File: config.mk
export PLATFORM = sky130hd
export DESIGN_NAME = sram_ctrl
export DESIGN_NICKNAME = d
export VERILOG_FILES = /design/src/sram_pkg.sv /design/src/cache_pkg.sv /design/src/sram_ctrl.sv
export VERILOG_INCLUDE_DIRS = /design/src
export SDC_FILE = /design/constraint.sdc
export NUM_CORES = 1
export LEC_CHECK = 0
export BUFFER_PORTS_ARGS = -buffer_cell sky130_fd_sc_hd__buf_2
export CORE_MARGIN = 3
export CORE_UTILIZATION = 40
export DETAILED_ROUTE_END_ITERATION = 7
export PLACE_DENSITY = 0.79
export SLEW_MARGIN = 20
export SYNTH_ARGS = -nofsm -noshare
export SYNTH_HDL_FRONTEND = slang
export SYNTH_SLANG_ARGS = --single-unit
File: constraint.sdc
create_clock -name clk -period 6.1 [get_ports clk]
set_input_delay 0 -clock clk [delete_from_list [all_inputs] [get_ports clk]]
set_output_delay 0 -clock clk [all_outputs]
set_load 0.03 [all_outputs]
File: src/mem_cfg.svh
// Memory hierarchy configuration.
// Cache geometry and SRAM bus timing shared by the packages and the RTL.
`ifndef MEM_CFG_SVH
`define MEM_CFG_SVH

// Number of cache index bits.
// The cache holds 2 to this power one-word lines.
`define CACHE_INDEX_BITS 6

// Cycles each halfword access is held on the SRAM bus.
// Read data is sampled in the last of these cycles.
`define SRAM_WAIT_CYCLES 3

`endif
File: src/sram_pkg.sv
// SRAM bus types.
// Halfword address and data plus the access sequencer states.
package sram_pkg;

	// Halfword address, byte address bits 23 down to 1.
	typedef logic [22:0] sram_addr_t;

	// One halfword on the SRAM data bus.
	typedef logic [15:0] half_t;

	// Sequencer states.
	// The gap between halves sits in the tail of lo_half.
	typedef enum logic [2:0] {
		s_idle,
		s_lo_half,
		s_hi_half,
		s_next_port,
		s_done
	} sram_state_t;

endpackage

File: src/cache_pkg.sv
// Cache types.
// Address, data, index and tag widths and the cache controller states.
`include "mem_cfg.svh"

package cache_pkg;

	// Processor byte address.
	typedef logic [31:0] addr_t;

	// Data word, also one cache line.
	typedef logic [31:0] data_t;

	// Word index into the cache arrays.
	typedef logic [`CACHE_INDEX_BITS-1:0] index_t;

	// Address bits above the index and the byte offset.
	typedef logic [29-`CACHE_INDEX_BITS:0] tag_t;

	// Controller states, one per combination of outstanding service.
	typedef enum logic [2:0] {
		c_idle,
		c_d_miss,
		c_i_miss,
		c_both_miss,
		c_d_write,
		c_write_i_miss
	} cache_state_t;

endpackage

File: src/sram_ctrl.sv
// SRAM controller.
// Serves data then instruction words as two halfword cycles with wait states.
`include "mem_cfg.svh"

module sram_ctrl import cache_pkg::*, sram_pkg::*; (
	input  logic       clk,
	input  logic       rst,
	// Requests from the cache controller.
	input  logic       sram_ie,
	input  logic       sram_de,
	input  logic       sram_drw,
	input  addr_t      sram_iaddr,
	input  addr_t      sram_daddr,
	input  data_t      sram_din,
	output data_t      sram_iout,
	output data_t      sram_dout,
	output logic       sram_nrdy,
	// Asynchronous SRAM bus, strobes active low.
	output logic       sram_ce,
	output logic       sram_oe,
	output logic       sram_we,
	output sram_addr_t sram_addr,
	output half_t      sram_wdata,
	input  half_t      sram_rdata
);

	localparam int WAIT_CYC = `SRAM_WAIT_CYCLES;
	localparam int CNT_W = $clog2(WAIT_CYC + 1);
	// Last cycle with the strobes asserted.
	localparam logic [CNT_W-1:0] LAST = CNT_W'(WAIT_CYC - 1);
	// Idle cycle with ce high between the two halves.
	localparam logic [CNT_W-1:0] GAP = CNT_W'(WAIT_CYC);

	sram_state_t      state;
	logic [CNT_W-1:0] cnt;
	logic             cur_d;
	logic             hi;
	logic             active;
	logic             wr;
	logic             sample;
	addr_t            word_addr;

	// Current port and half.
	assign hi        = (state == s_hi_half);
	assign word_addr = cur_d ? sram_daddr : sram_iaddr;
	assign wr        = cur_d && sram_drw;

	// Strobes are held for the wait cycles of each half.
	assign active = ((state == s_lo_half) || hi) && (cnt != GAP);
	assign sample = active && !wr && (cnt == LAST);

	assign sram_ce = !active;
	assign sram_oe = !(active && !wr);
	assign sram_we = !(active && wr);

	// Halfword address is the word address times 2, plus 1 for the high half.
	assign sram_addr  = {word_addr[23:2], hi};
	assign sram_wdata = hi ? sram_din[31:16] : sram_din[15:0];

	// Ready for exactly one cycle once all ports are served.
	assign sram_nrdy = (state != s_done);

	always_ff @(posedge clk) begin
		if (rst) begin
			state <= s_idle;
			cnt <= '0;
			cur_d <= 1'b0;
		end else begin
			case (state)
			s_idle: begin
				cnt <= '0;
				// Data port goes first.
				if (sram_de || sram_ie) begin
					cur_d <= sram_de;
					state <= s_lo_half;
				end
			end
			s_lo_half: begin
				if (cnt == GAP) begin
					cnt <= '0;
					state <= s_hi_half;
				end else begin
					cnt <= cnt + 1'b1;
				end
			end
			s_hi_half: begin
				if (cnt == LAST) begin
					cnt <= '0;
					state <= (cur_d && sram_ie) ? s_next_port : s_done;
				end else begin
					cnt <= cnt + 1'b1;
				end
			end
			s_next_port: begin
				// Gap cycle, then the instruction word.
				cur_d <= 1'b0;
				state <= s_lo_half;
			end
			s_done: state <= s_idle;
			default: state <= s_idle;
			endcase
		end
	end

	// Read words are assembled half by half.
	always_ff @(posedge clk) begin
		if (sample) begin
			if (cur_d) begin
				if (hi)
					sram_dout[31:16] <= sram_rdata;
				else
					sram_dout[15:0] <= sram_rdata;
			end else begin
				if (hi)
					sram_iout[31:16] <= sram_rdata;
				else
					sram_iout[15:0] <= sram_rdata;
			end
		end
	end

endmodule

# After elaboration in Yosys (flattened, before gate mapping)
# Index checks and enable logic that the tools add are counted.
# classes
addsub,1
eq_ne,10
muxes,12
bitwise,2
n_reduce_logical,21
# op_table
op,count
24-bit two-way mux,1
16-bit two-way mux,1
3-bit AND reduction,5
3-bit two-way mux,4
3-bit case mux with 4 select lines,1
3-bit by 2-bit equality test with 1-bit output (second input constant),2
1-bit logical AND,6
2-bit case mux with 3 select lines,1
2-bit equality test (second input constant),2
1-bit zero test,4
2-bit two-way mux,2
2-bit by 1-bit inequality test with 1-bit output (second input constant),2
2-bit inequality test (second input constant),2
3-bit by 1-bit equality test with 1-bit output (second input constant),1
3-bit zero test,1
3-bit inequality test (second input constant),1
3-bit nonzero test,1
2-bit by 1-bit adder with 2-bit output (second input constant),1
1-bit logical OR,2
1-bit NOT,2
1-bit case mux with 2 select lines,1
2-bit AND reduction,1
2-bit nonzero test,1
1-bit two-way mux,1
# word_totals
regBits,70
in_bits,117
out_inout_bits,107
word_cells,53

# Depth between registers and ports, before layout
# depth
ltp_word,6
depth_mapped,5
depth_no_buf,5

# Worst setup path before layout
# Ideal clock, no wire load.
# synth_path
kind,reg-to-reg
startpoint,reg cur_d
endpoint,"reg sram_dout[16], enable pin"
setup_ns,0.430
arrival_ns,2.336
setup_slack_ns,3.334
path_stages_with_launch,4
n_path_buf,1
cell_sequence,dfxtp_1 clkbuf_1 nand3b_1 nor4_1
# synth_via
elab_chain_len,5
# synth_rtl
element,line_no,source
start: declaration,sram_ctrl.sv:36,logic cur_d;
start signal: assignment,sram_ctrl.sv:74,cur_d <= sram_de;
1-bit logical AND,sram_ctrl.sv:46,assign wr = cur_d && sram_drw;
1-bit zero test,sram_ctrl.sv:50,assign sample = active && !wr && (cnt == LAST);
1-bit logical AND (2 in a row),sram_ctrl.sv:50,
3-bit AND reduction (no source line) (*),-,
end signal: assignment,sram_ctrl.sv:110,sram_dout[31:16] <= sram_rdata;
end: declaration,sram_ctrl.sv:16,"output data_t sram_dout,"
# Every way passes the cells marked *; elsewhere a longest branch is shown, timed or not.
# A chain may end at the register's enable or synchronous reset.

# Worst setup path after layout
# layout_path
startpoint,reg state[1]
endpoint,"reg sram_dout[26], enable pin"
# layout_via
elab_chain_len,6
elab_cells_between_ends,7
# layout_rtl
element,line_no,source
start: declaration,sram_ctrl.sv:34,sram_state_t state;
start signal: assignment,sram_ctrl.sv:65,state <= s_idle;
start signal: assignment,sram_ctrl.sv:75,state <= s_lo_half;
start signal: assignment,sram_ctrl.sv:81,state <= s_hi_half;
3-bit by 1-bit equality test with 1-bit output / 3-bit by 2-bit equality test with 1-bit output (equally long branches),"sram_ctrl.sv:49, sram_ctrl.sv:44",
1-bit logical OR,sram_ctrl.sv:49,assign active = ((state == s_lo_half) || hi) && (cnt != GAP);
1-bit logical AND,sram_ctrl.sv:49,
1-bit logical AND (2 in a row),sram_ctrl.sv:50,
3-bit AND reduction (no source line) (*),-,
# Marked as above.

==> impl_results.md <==
* Net Count, Synth at 291
* CTS clk-pin slew, worst paths at 70 ps
* Drt initial violations at 92
* First-pass GRT wire length at 11.4 mm
* Worst hold slack at 33.5 ps
* Pleak at roughly 1.9 nW
* Register Area at 2040 µm²
* Vias in the first global route at 2257
* Total detailed-routing wirelength at 7.46 mm
* Hold-fix buffers at CTS at 18
* Global route overflow at 0
* Chip height at 91.3 µm
* Clk_lat worst skew at approximately 340 ps
* Nets at 519
* Cell Chain, Critical Path: nand2b_4, nor4_2, buf_4
* Number of buffer and inverter stages on the critical path at 1
* Clock sink count at 70
* Avg Cell Area, Syn at 17.1 µm²
* Total CTS buffers at 9
* Dpl hpwl at ~5.7 mm
* Final Setup Violations at 0
* Max Slew Vio Count at 0
* Most common cell after layout, fill and taps aside: buf_2
* Number of max-cap violations at 0
* Width of the chip at 91.3 µm
* Die area at 8330 µm²
* Setup repair bufs after CTS at 0
* Async S/R FF share, synth at 0%
* Initial antenna violation count at 0
* Sequential power share at 43.8%
* Fin crit share at 37.1%
* Area occupied by multi-input gates at 815 µm²
* Vias per cell at 4.55
* Layout area overhead at 52.2%
* Net Sw Frac at 30.8%
* Delay-heaviest family, CP: simple AND/OR/NAND/NOR gates
* Fillers at 540
* Critical Path End Type: flip-flop
* Crit path DAT at around 2300 ps
* Netlist cell types at 36
* Switching Power at 0.407 mW
* Design area at 4430 µm²
* DP Area at 4030 µm²
* RSZ-0062 raised after global routing: false
* Status: completed
* Pwr per Cell Area at around 300 nW/µm²
* Power Internal at 0.914 mW
* Rows at 30
* Clock power share at 29.5%
* Input/output buffers at 203
* Root Driver: clkbuf_8
* Post-synth top flop: edfxtp_1
* Crit path largest cell delay at 790 ps
* TritonCTS clock tree: yes
* Slowest cell on crit path: nor4_2
* DR vias at 2264
* Routed Antenna Nets at 0
* Total Power at around 1.3 mW
* Core Util, Final at 64.1%
* Clk_skew at just over 9 ps
* Worst hold path class: in -> reg
* Gp weighted congestion at 0.796
* Crit-path max FO at 14
* DRC viols at 0
* Mapped cell area at 2910 µm²
* Period minus WS final at 2260 ps
* Slew @ Worst Pin at around 900 ps
* CP required at 6140 ps
* Worst setup path category: reg -> reg
* Post-Synthesis Cells at 170
* Post-synthesis sequential area ratio at 70.2%
* Seq cells post-synth at 70
* Total core area at just under 7000 µm²
* Share of cells above drive strength 1 at 62.7%
* Max-slew headroom at a little under two fifths
* Combinational power share at a little over a quarter
* Pin count of the biggest net entering global routing at 31
* Worst vdd ir at 0.117 mV
* First-pass iteration count of the detailed router at 4
* H-tree depth at 3
* Most frequent cells in the layout: buf_2 (203), edfxtp_1 (64), mux2_2 (22)
* Initial Util at a little over two fifths
* Clock tree buffer depth at 2
* Post-CTS sizing at 0
* GR Util All Layers at between 10% and 20%
* Number of flops mapped to enable cells by yosys at 64
* F_max at 442 MHz
* # diodes at 0
* Wire per inst at roughly 15 µm
* Yosys Warn Count at 0
* IO Pins at roughly 220
* Fin Setup TNS at 0 ps
* Worst setup SP type: flip-flop
* Final hold vios at 0
==> cell type report <==
cell class | instances | area share (%)
Inverter | 3 | 0.254
Multi-Input combinational cell | 89 | 18.4
Clock buffer | 9 | 2.80
Timing Repair Buffer | 225 | 27.7
Clock inverter | 6 | 1.95
Tap cell | 96 | 2.71
Sequential cell | 70 | 46.2
==> metal layers <==
| metal | global-route usage [%] | wire length [µm] | vias up |
|---|---|---|---|
| li1 | - | - | 1105 |
| met1 | 19.6 | 2830 | 1009 |
| met2 | 32.0 | 3870 | 138 |
| met3 | 6.13 | 647 | 12 |
| met4 | 7.04 | 118 | 0 |
| met5 | 0 | 0 | - |
==> cells in the mapped netlist, types with 2 or more instances <==
cell	n	area share (%)
ha_1	4	1.7
nor2_1	8	1.0
a21oi_1	5	0.86
dfxtp_1	6	4.1
nand3b_1	2	0.52
buf_2	3	0.52
nand2_1	7	0.90
nor4_1	2	0.43
mux2_1	16	6.2
inv_1	3	0.39
nand2b_1	2	0.43
mux2_2	22	8.5
edfxtp_1	64	66
a211oi_1	2	0.52
buf_4	3	0.77
==> power groups by stage <==
stage / clock network (mW) / registers, mW / logic [mW]
finish: 0.390 / 0.579 / 0.352
global route: 0.419 / 0.584 / 0.378
CTS: 0.400 / 0.579 / 0.356
detailed placement: 0 / 0.590 / 0.344
global placement: 0 / 0.588 / 0.340
floorplan: 0 / 0.577 / 0.257
==> state kept, by name, summed over array words and instances (netlist names) <==
name,flops
cnt,2
cur_d,1
sram_iout,32
state,3
sram_dout,32
==> stage by stage <==
stage | worst slack [ps] | std cells
after floorplan | 3330 | 170
after global placement | 3360 | 465
after detailed placement | 3320 | 465
after CTS | 3330 | 498
after global routing | 3580 | 498
final | 3840 | 498
==> worst reg2reg max path, delay by kind of cell, from the launching register on <==
family / cells / cell delay, ps
AND/OR/NAND/NOR: 2 / 960
flip-flops: 1 / 680
buffers and inverters: 1 / 330
==> cell families after synthesis <==
family,count (synthesis),share of synthesized area [%]
buffers and inverters,11,2.19
AOI/OAI and AO/OA,15,4.04
muxes,38,14.7
adders and majority gates,4,1.72
and+or+nand+nor,32,7.10
DFF,70,70.2
==> path summary, 6_finish.rpt <==
check | from | endpoint | slack (ps) | depth (start not counted)
worst max-delay path | state[1]$_SDFFE_PP0P_ | sram_dout[26]$_DFFE_PP_ | 3840 | 3
worst min-delay path | sram_ie | state[2]$_SDFFE_PP0P_ | 30 | 3
worst max register to register | state[1]$_SDFFE_PP0P_ | sram_dout[26]$_DFFE_PP_ | 3840 | 3
worst min register to register | cnt[1]$_SDFFE_PP0P_ | cnt[1]$_SDFFE_PP0P_ | 550 | 2
(Power assumes the default switching activity.)
