File: src/mem_cfg.svh
// Memory hierarchy configuration.
// Cache geometry and SRAM bus timing shared by the packages and the RTL.
`ifndef MEM_CFG_SVH
`define MEM_CFG_SVH

// Number of cache index bits.
// The cache holds 2 to this power one-word lines.
`define CACHE_INDEX_BITS 6

// Cycles each halfword access is held on the SRAM bus.
// Read data is sampled in the last of these cycles.
`define SRAM_WAIT_CYCLES 3

`endif
File: src/cache_pkg.sv
// Cache types.
// Address, data, index and tag widths and the cache controller states.
`include "mem_cfg.svh"

package cache_pkg;

	// Processor byte address.
	typedef logic [31:0] addr_t;

	// Data word, also one cache line.
	typedef logic [31:0] data_t;

	// Word index into the cache arrays.
	typedef logic [`CACHE_INDEX_BITS-1:0] index_t;

	// Address bits above the index and the byte offset.
	typedef logic [29-`CACHE_INDEX_BITS:0] tag_t;

	// Controller states, one per combination of outstanding service.
	typedef enum logic [2:0] {
		c_idle,
		c_d_miss,
		c_i_miss,
		c_both_miss,
		c_d_write,
		c_write_i_miss
	} cache_state_t;

endpackage

File: src/cache_ctrl.sv
// Cache controller for the unified direct-mapped, write-through cache.
// Detects hits on both ports, runs miss and write service and stalls the CPU.
module cache_ctrl import cache_pkg::*; (
	input  logic   clk,
	input  logic   rst,
	// Processor side.
	input  logic   ie,
	input  logic   de,
	input  logic   drw,
	input  addr_t  iaddr,
	input  addr_t  daddr,
	input  data_t  din,
	output data_t  iout,
	output data_t  dout,
	output logic   cpu_stall,
	// Array side, port a is instruction and port b is data.
	output logic   i_we,
	output logic   d_we,
	output index_t i_index,
	output index_t d_index,
	output data_t  i_wdata,
	output data_t  d_wdata,
	output tag_t   i_wtag,
	output tag_t   d_wtag,
	input  data_t  i_rdata,
	input  data_t  d_rdata,
	input  tag_t   i_rtag,
	input  tag_t   d_rtag,
	// SRAM controller side.
	output logic   sram_ie,
	output logic   sram_de,
	output logic   sram_drw,
	output addr_t  sram_iaddr,
	output addr_t  sram_daddr,
	output data_t  sram_din,
	input  data_t  sram_iout,
	input  data_t  sram_dout,
	input  logic   sram_nrdy
);

	localparam int IDX_W = $bits(index_t);
	localparam int DEPTH = 2 ** IDX_W;

	cache_state_t     state;
	cache_state_t     next_state;
	logic [DEPTH-1:0] valid;
	logic             ihit;
	logic             dhit;
	logic             i_fill;
	logic             d_fill;
	logic             d_wr;

	// Address split into index and tag.
	assign i_index = iaddr[IDX_W+1:2];
	assign d_index = daddr[IDX_W+1:2];
	assign i_wtag  = iaddr[31:IDX_W+2];
	assign d_wtag  = daddr[31:IDX_W+2];

	// A line hits only when valid and its stored tag matches.
	assign ihit = valid[i_index] && (i_rtag == i_wtag);
	assign dhit = valid[d_index] && (d_rtag == d_wtag);

	// Decoded service in progress.
	assign i_fill = (state == c_i_miss) || (state == c_both_miss) ||
		(state == c_write_i_miss);
	assign d_fill = (state == c_d_miss) || (state == c_both_miss);
	assign d_wr   = (state == c_d_write) || (state == c_write_i_miss);

	// Pick the service from hit, enable and write conditions.
	// The cases are disjoint.
	always_comb begin
		next_state = state;
		if (state == c_idle) begin
			if (de && !drw && !dhit && (!ie || ihit))
				next_state = c_d_miss;
			else if (ie && !ihit && (!de || (dhit && !drw)))
				next_state = c_i_miss;
			else if (ie && de && !ihit && !dhit && !drw)
				next_state = c_both_miss;
			else if (de && drw && (!ie || ihit))
				next_state = c_d_write;
			else if (ie && de && drw && !ihit)
				next_state = c_write_i_miss;
		end else if (!sram_nrdy) begin
			// SRAM finished, this is the completing cycle.
			next_state = c_idle;
		end
	end

	// Stall rises in the request cycle and falls in the completing cycle.
	assign cpu_stall = (next_state != c_idle);

	always_ff @(posedge clk) begin
		if (rst) begin
			state <= c_idle;
			valid <= '0;
		end else begin
			state <= next_state;
			if (i_we)
				valid[i_index] <= 1'b1;
			if (d_we)
				valid[d_index] <= 1'b1;
		end
	end

	// Arrays are written once, when the SRAM reports completion.
	assign i_we = i_fill && !sram_nrdy;
	// On an index collision only the instruction line is kept.
	assign d_we = (d_fill || d_wr) && !sram_nrdy && !(i_we && (i_index == d_index));

	// Write allocate takes the store data, a fill takes the SRAM word.
	assign i_wdata = sram_iout;
	assign d_wdata = d_wr ? din : sram_dout;

	// Results come from the SRAM words during a fill, else from the arrays.
	assign iout = i_fill ? sram_iout : i_rdata;
	assign dout = d_fill ? sram_dout : d_rdata;

	// Requests toward the SRAM controller.
	assign sram_ie    = i_fill;
	assign sram_de    = d_fill || d_wr;
	assign sram_drw   = drw;
	assign sram_iaddr = iaddr;
	assign sram_daddr = daddr;
	assign sram_din   = din;

endmodule

File: config.mk
export PLATFORM = sky130hd
export DESIGN_NAME = cache_ctrl
export DESIGN_NICKNAME = d
export VERILOG_FILES = /design/src/cache_pkg.sv /design/src/cache_ctrl.sv
export VERILOG_INCLUDE_DIRS = /design/src
export SDC_FILE = /design/constraint.sdc
export NUM_CORES = 1
export LEC_CHECK = 0
export BUFFER_PORTS_ARGS = -buffer_cell sky130_fd_sc_hd__clkbuf_2
export CAP_MARGIN = 0
export CORE_AREA = 2 2 220 222
export CTS_CLUSTER_DIAMETER = 120
export CTS_CLUSTER_SIZE = 12
export DETAILED_ROUTE_END_ITERATION = 8
export DIE_AREA = 0 0 222 224
export PLACE_DENSITY_LB_ADDON = 0.1
export SLEW_MARGIN = 0
export SYNTH_ARGS = -nofsm -noshare
export SYNTH_HDL_FRONTEND = slang
export SYNTH_SLANG_ARGS = --single-unit
File: constraint.sdc
create_clock -name clk -period 2.65 [get_ports clk]
set_clock_uncertainty 0.1 [all_clocks]
set_input_delay 0.3975 -clock clk [delete_from_list [all_inputs] [get_ports clk]]
set_output_delay 0.3975 -clock clk [all_outputs]
set_load 0.02 [all_outputs]
Word level (Yosys, flattened, before mapping) --
Index checks and enable logic that the tools add are counted.
Storage, ports and cells: bits in latches 0, bits in read-only memories 0, bits in writable memories 0, output and inout port bits 290, memories kept 0, bits of input ports 278, register bits 67
Operators by class: add/sub/neg operators 0, magnitude comparators 4, multiply operators 0, eq/ne operators 8, mux-type cells 21, div/mod/pow operators 0, bitwise logic cells 2, reduce and logical (&&, ||, !) cells 38, shifts and indexed selects 0
Operators with widths (count):
- 64-bit 2-to-1 mux | 3
- 64-bit bitwise OR | 2
- 32-bit 2-to-1 mux | 3
- 24-bit == test | 2
- 1-bit logical AND | 22
- 3-bit 2-to-1 mux | 7
- 6-bit by 7-bit < comparator with 1-bit output (second input constant) | 2
- 1-bit binary-select mux with 6-bit select | 2
- 1-bit demux with 6-bit select | 2
- 6-bit by 1-bit greater-or-equal comparator with 1-bit output (second input constant) | 2
- 1-bit zero test | 7
- 1-bit logical OR | 7
- 3-bit by 2-bit == test with 1-bit output (second input constant) | 2
- 3-bit == test (second input constant) | 2
- 6-bit == test | 1
- 1-bit 2-to-1 mux | 4
- 3-bit by 1-bit == test with 1-bit output (second input constant) | 1
- 3-bit zero test | 1
- 3-bit nonzero test | 1

Logic depth before layout (Yosys ltp) --
depth in word-level cells 12, depth in mapped cells 10

Worst setup path before layout --
Ideal clock, no wire load.
path kind input to output, start point input port iaddr[4], end point output port cpu_stall, slack -145 ps, data required time 2152 ps, stages 8, arrival 2297 ps, path through buf_6 > mux4_2 > mux2_2 > o211ai_1 > o211ai_1 > o31ai_1 > o2bb2ai_1 > o2111ai_1
On the way: longest elaborated chain between the ends 12, elaborated cells on any way between the ends 20, classes of those cells 8 x mux; 12 x reduce/logical
Ends and longest elaborated chain:
- start: declaration | line cache_ctrl.sv:10 | input addr_t iaddr,
- 1-bit binary-select mux with 6-bit select * | line cache_ctrl.sv:60 | assign ihit = valid[i_index] && (i_rtag == i_wtag);
- 1-bit 2-to-1 mux (implied by the code) * | line cache_ctrl.sv:60
- 1-bit logical AND * | line cache_ctrl.sv:60
- 1-bit zero test | line cache_ctrl.sv:76, cache_ctrl.sv:78, cache_ctrl.sv:82
- 1-bit logical AND, on equally long branches | line cache_ctrl.sv:82, cache_ctrl.sv:78
- 3-bit 2-to-1 mux or 1-bit logical AND (tied branches) | line cache_ctrl.sv:82, cache_ctrl.sv:78
- 3-bit 2-to-1 mux or 1-bit logical AND (tied branches) | line cache_ctrl.sv:80, cache_ctrl.sv:78
- 3-bit 2-to-1 mux | line cache_ctrl.sv:78 | else if (ie && de && !ihit && !dhit && !drw)
- 3-bit 2-to-1 mux | line cache_ctrl.sv:76 | else if (ie && !ihit && (!de || (dhit && !drw)))
- 3-bit 2-to-1 mux * | line cache_ctrl.sv:74 | if (de && !drw && !dhit && (!ie || ihit))
- 3-bit 2-to-1 mux * | line cache_ctrl.sv:73 | if (state == c_idle) begin
- 3-bit nonzero test * | line cache_ctrl.sv:91 | assign cpu_stall = (next_state != c_idle);
- end: declaration | line cache_ctrl.sv:15 | output logic cpu_stall,
Mark *: on every way between the ends. The rest lies on a longest branch, timed or not. The select of a mux whose other input is x is not followed.

Final worst setup path --
start point register valid[47], end point output port cpu_stall
On the way: longest elaborated chain between the ends 12, elaborated cells on any way between the ends 27, classes of those cells 10 x mux; 17 x reduce/logical
Ends and longest elaborated chain:
- start: declaration | line cache_ctrl.sv:46 | logic [DEPTH-1:0] valid;
- start signal: assignment | line cache_ctrl.sv:96 | valid <= '0;
- start signal: indexed assignment | line cache_ctrl.sv:100 | valid[i_index] <= 1'b1;
- start signal: indexed assignment | line cache_ctrl.sv:102 | valid[d_index] <= 1'b1;
- 1-bit binary-select mux with 6-bit select | line cache_ctrl.sv:60
- 1-bit 2-to-1 mux (implied by the code) | line cache_ctrl.sv:60
- 1-bit logical AND | line cache_ctrl.sv:60
- 1-bit zero test | line cache_ctrl.sv:76, cache_ctrl.sv:78, cache_ctrl.sv:82
- 1-bit logical AND, on equally long branches | line cache_ctrl.sv:82, cache_ctrl.sv:78
- 3-bit 2-to-1 mux or 1-bit logical AND (tied branches) | line cache_ctrl.sv:82, cache_ctrl.sv:78
- 3-bit 2-to-1 mux or 1-bit logical AND (tied branches) | line cache_ctrl.sv:80, cache_ctrl.sv:78
- 3-bit 2-to-1 mux | line cache_ctrl.sv:78
- 3-bit 2-to-1 mux | line cache_ctrl.sv:76
- 3-bit 2-to-1 mux * | line cache_ctrl.sv:74
- 3-bit 2-to-1 mux * | line cache_ctrl.sv:73
- 3-bit nonzero test * | line cache_ctrl.sv:91
Marks and branches as above.

==> qor.csv <==
metric;value;unit
port-buffer-count;559;
whs_endpoint;state[1];
routed_wl;56200;um
setup_tns;-700;ps
cts_tree;done;
rows;80;
grt_pass1_wl;72500;um
r2r_slack;10;ps
ys_seq_elements;67;
r2r_cells;9;
min_from;de;
cts_root_buf;clkbuf_16;
grt_setup_unrepaired;true;
ioPinCount;568;
synthDistinctLibCells;59;
status;finished, violations left;
via_per_inst;4.37;
r2r_start;valid[47];
cp.required;2150;ps
min_period;3350;ps
yosysTopAreaCell;buf_4;
drtAntennaViolNets;0;
drc;0;
clk_latency;360;ps
tightestPinTransition;603;ps
hold_violations;0;
synth_edf_count;0;
post_dp_cell_area;10400;sq um
slew_headroom;59.6;%
die_w;222;um
fin_area;10800;sq um
clkSlewWorstSetupHoldPaths;70;ps
max_freq;299;MHz
antenna_found_initial;34;
hold_class;in -> reg;
syn_inst;805;
grt_max_degree;40;
die_area;49700;sq um
ys_seq_area_share;19.1;%
end_kind;primary output;
dr.pass1.iters;6;
cts-buffers-inserted;9;
synth_area_leaders;buf_4, dfxtp_1, mux2_2;
place_inst;1924;
hpwl;49700;um
drv_cap;0;
avgSynthCellArea;8.71;sq um
r2r_end;state[1];
vias;8529;
initial_utilization;14.8;%
grt_usage;21.5;%
gp_congestion;0.922;
postCtsHoldBufs;0;
p_leak;5.21;nW
async_reset_ff_share;0;%
first_iter_violations;634;
cts_sinks;67;
post_drt_wl_per_cell;28.8;um
drive_above_1_share;67.9;%
grt_pass1_vias;8314;
worst_slack;-700;ps
ir_drop;0.000252;V
ys.flop_type;dfxtp_1;
arrival;2850;ps
hold_depth;3;
setup_viol;1;
cp_max_fo;2;
syn_area;7010;sq um
grt-ovfl-total;0;
clk_path_buf_depth;2;
synth_nets;1083;
synth_warnings;0;
n_fill_cell;5364;
drv_slew;0;
fin_cells;1952;
h-tree-depth;3;
startpoint_type;flop;
critPathKind;reg -> out;
yosysTopAreaCellShare;20.4;%
areaGrowthSynthToFinish;54.0;%
power_density;382;nW/um^2
core;47300;sq um
post-route-period-util;126;%
violations;setup timing;
final_nets;1600;
chipHeight;224;um
layout by cell type, fill, tap and decap left out, types with 8 or more instances in the layout:
master and n:
a22oi_1 11, nor2b_1 8, a221oi_1 73, mux2i_1 9, nor4_1 8, xor2_1 31
nand2_1 18, clkbuf_2 556, inv_1 10, mux4_2 10, dfxtp_1 62, diode_2 10
nor3_2 12, buf_4 173, mux2_2 99, xnor2_1 23, clkbuf_16 9, a21oi_1 8
nor2_1 79
state kept, by name (all words and copies together) (netlist names):
name   count
state      3
valid     64
cell families (layout without fill, tap and decap cells):
family | after synthesis | count (layout) | share of synthesized area [%]
multiplexers | 120 | 120 | 20.7
other | 0 | 10 | 0
flip-flops | 67 | 67 | 19.1
buffers and inverters | 245 | 767 | 23.8
XOR/XNOR | 54 | 54 | 6.75
AND/OR/NAND/NOR | 181 | 181 | 13.5
AO/OA/AOI/OAI | 138 | 138 | 16.2
final cells by class:
class | count | area [sq um] | area share, %
antenna | 10 | 25.0 | 0.232
clock buffer | 9 | 225 | 2.09
clock inverter | 7 | 62.6 | 0.579
inverter | 11 | 41.3 | 0.382
multi-input combinational | 493 | 4080 | 37.7
sequential | 67 | 1350 | 12.5
tap | 615 | 769 | 7.13
timing repair buffer | 740 | 4250 | 39.4
Yosys cell counts (all sizes together) (10+ instances only):
master,n
a221oi,74
a22oi,11
buf,208
clkbuf,26
dfxtp,67
inv,11
mux2,100
mux2i,10
mux4,10
nand2,18
nor2,83
nor3,18
xnor2,23
xor2,31
report_power, final:
| group | leakage, nW | internal [W] | switching [W] |
|---|---|---|---|
| Clock | 0.139 | 0.000657 | 0.000584 |
| Sequential | 0.542 | 0.00102 | 0.0000122 |
| Combinational | 4.53 | 0.000725 | 0.00113 |
| Total | 5.21 | 0.00240 | 0.00173 |
how the worst max path moves through the flow:
stage / cells after the start / to / from
after global placement: 11 / cpu_stall / iaddr[4]
after floorplan: 8 / cpu_stall / iaddr[4]
after global routing: 9 / cpu_stall / valid[43]
after CTS: 9 / cpu_stall / valid[47]
final: 9 / cpu_stall / valid[47]
after detailed placement: 11 / cpu_stall / iaddr[4]
metal layers:
metal / wire length (um) / track usage (%) / up-vias / part of all wire [%]
met2: 24400 / 32.0 / 459 / 43
met4: 1590 / 7.21 / 34 / 2.8
met3: 7460 / 12.0 / 88 / 13
met1: 22500 / 26.0 / 4124 / 40
met5: 225 / 0 / - / 0.40
li1: - / - / 3824 / -
worst max-delay path, cell delays in order (launching register included):
cell	delay, ps
dfxtp_1	320
mux4_2	460
mux2_4	270
o211ai_1	230
o211ai_1	190
o31ai_2	400
buf_4	190
o2bb2ai_2	60
o2111ai_2	180
clkbuf_8	190
through the flow:
step                hold slack [ps]  worst slack, ps  power, W  utilization [%]
floorplan                       346            -36.2   0.00212                -
global placement                371             -920   0.00290             22.0
detailed placement              382             -886   0.00289             22.0
CTS                             270             -630   0.00416             22.7
global route                    309             -753   0.00429             22.8
finish                          281             -700   0.00413             22.8
what timing repair did:
| action | 4_1_cts | 5_1_grt |
|---|---|---|
| endpoints found under the setup margin | 26 | 16 |
| hold endpoints to repair | 0 | 0 |
| pin swaps | 1 | 1 |
| buffers inserted | 2 | 0 |
| gates resized for setup | 14 | 6 |
| cloned | 0 | 0 |
Power figures use the tool's default switching activity.
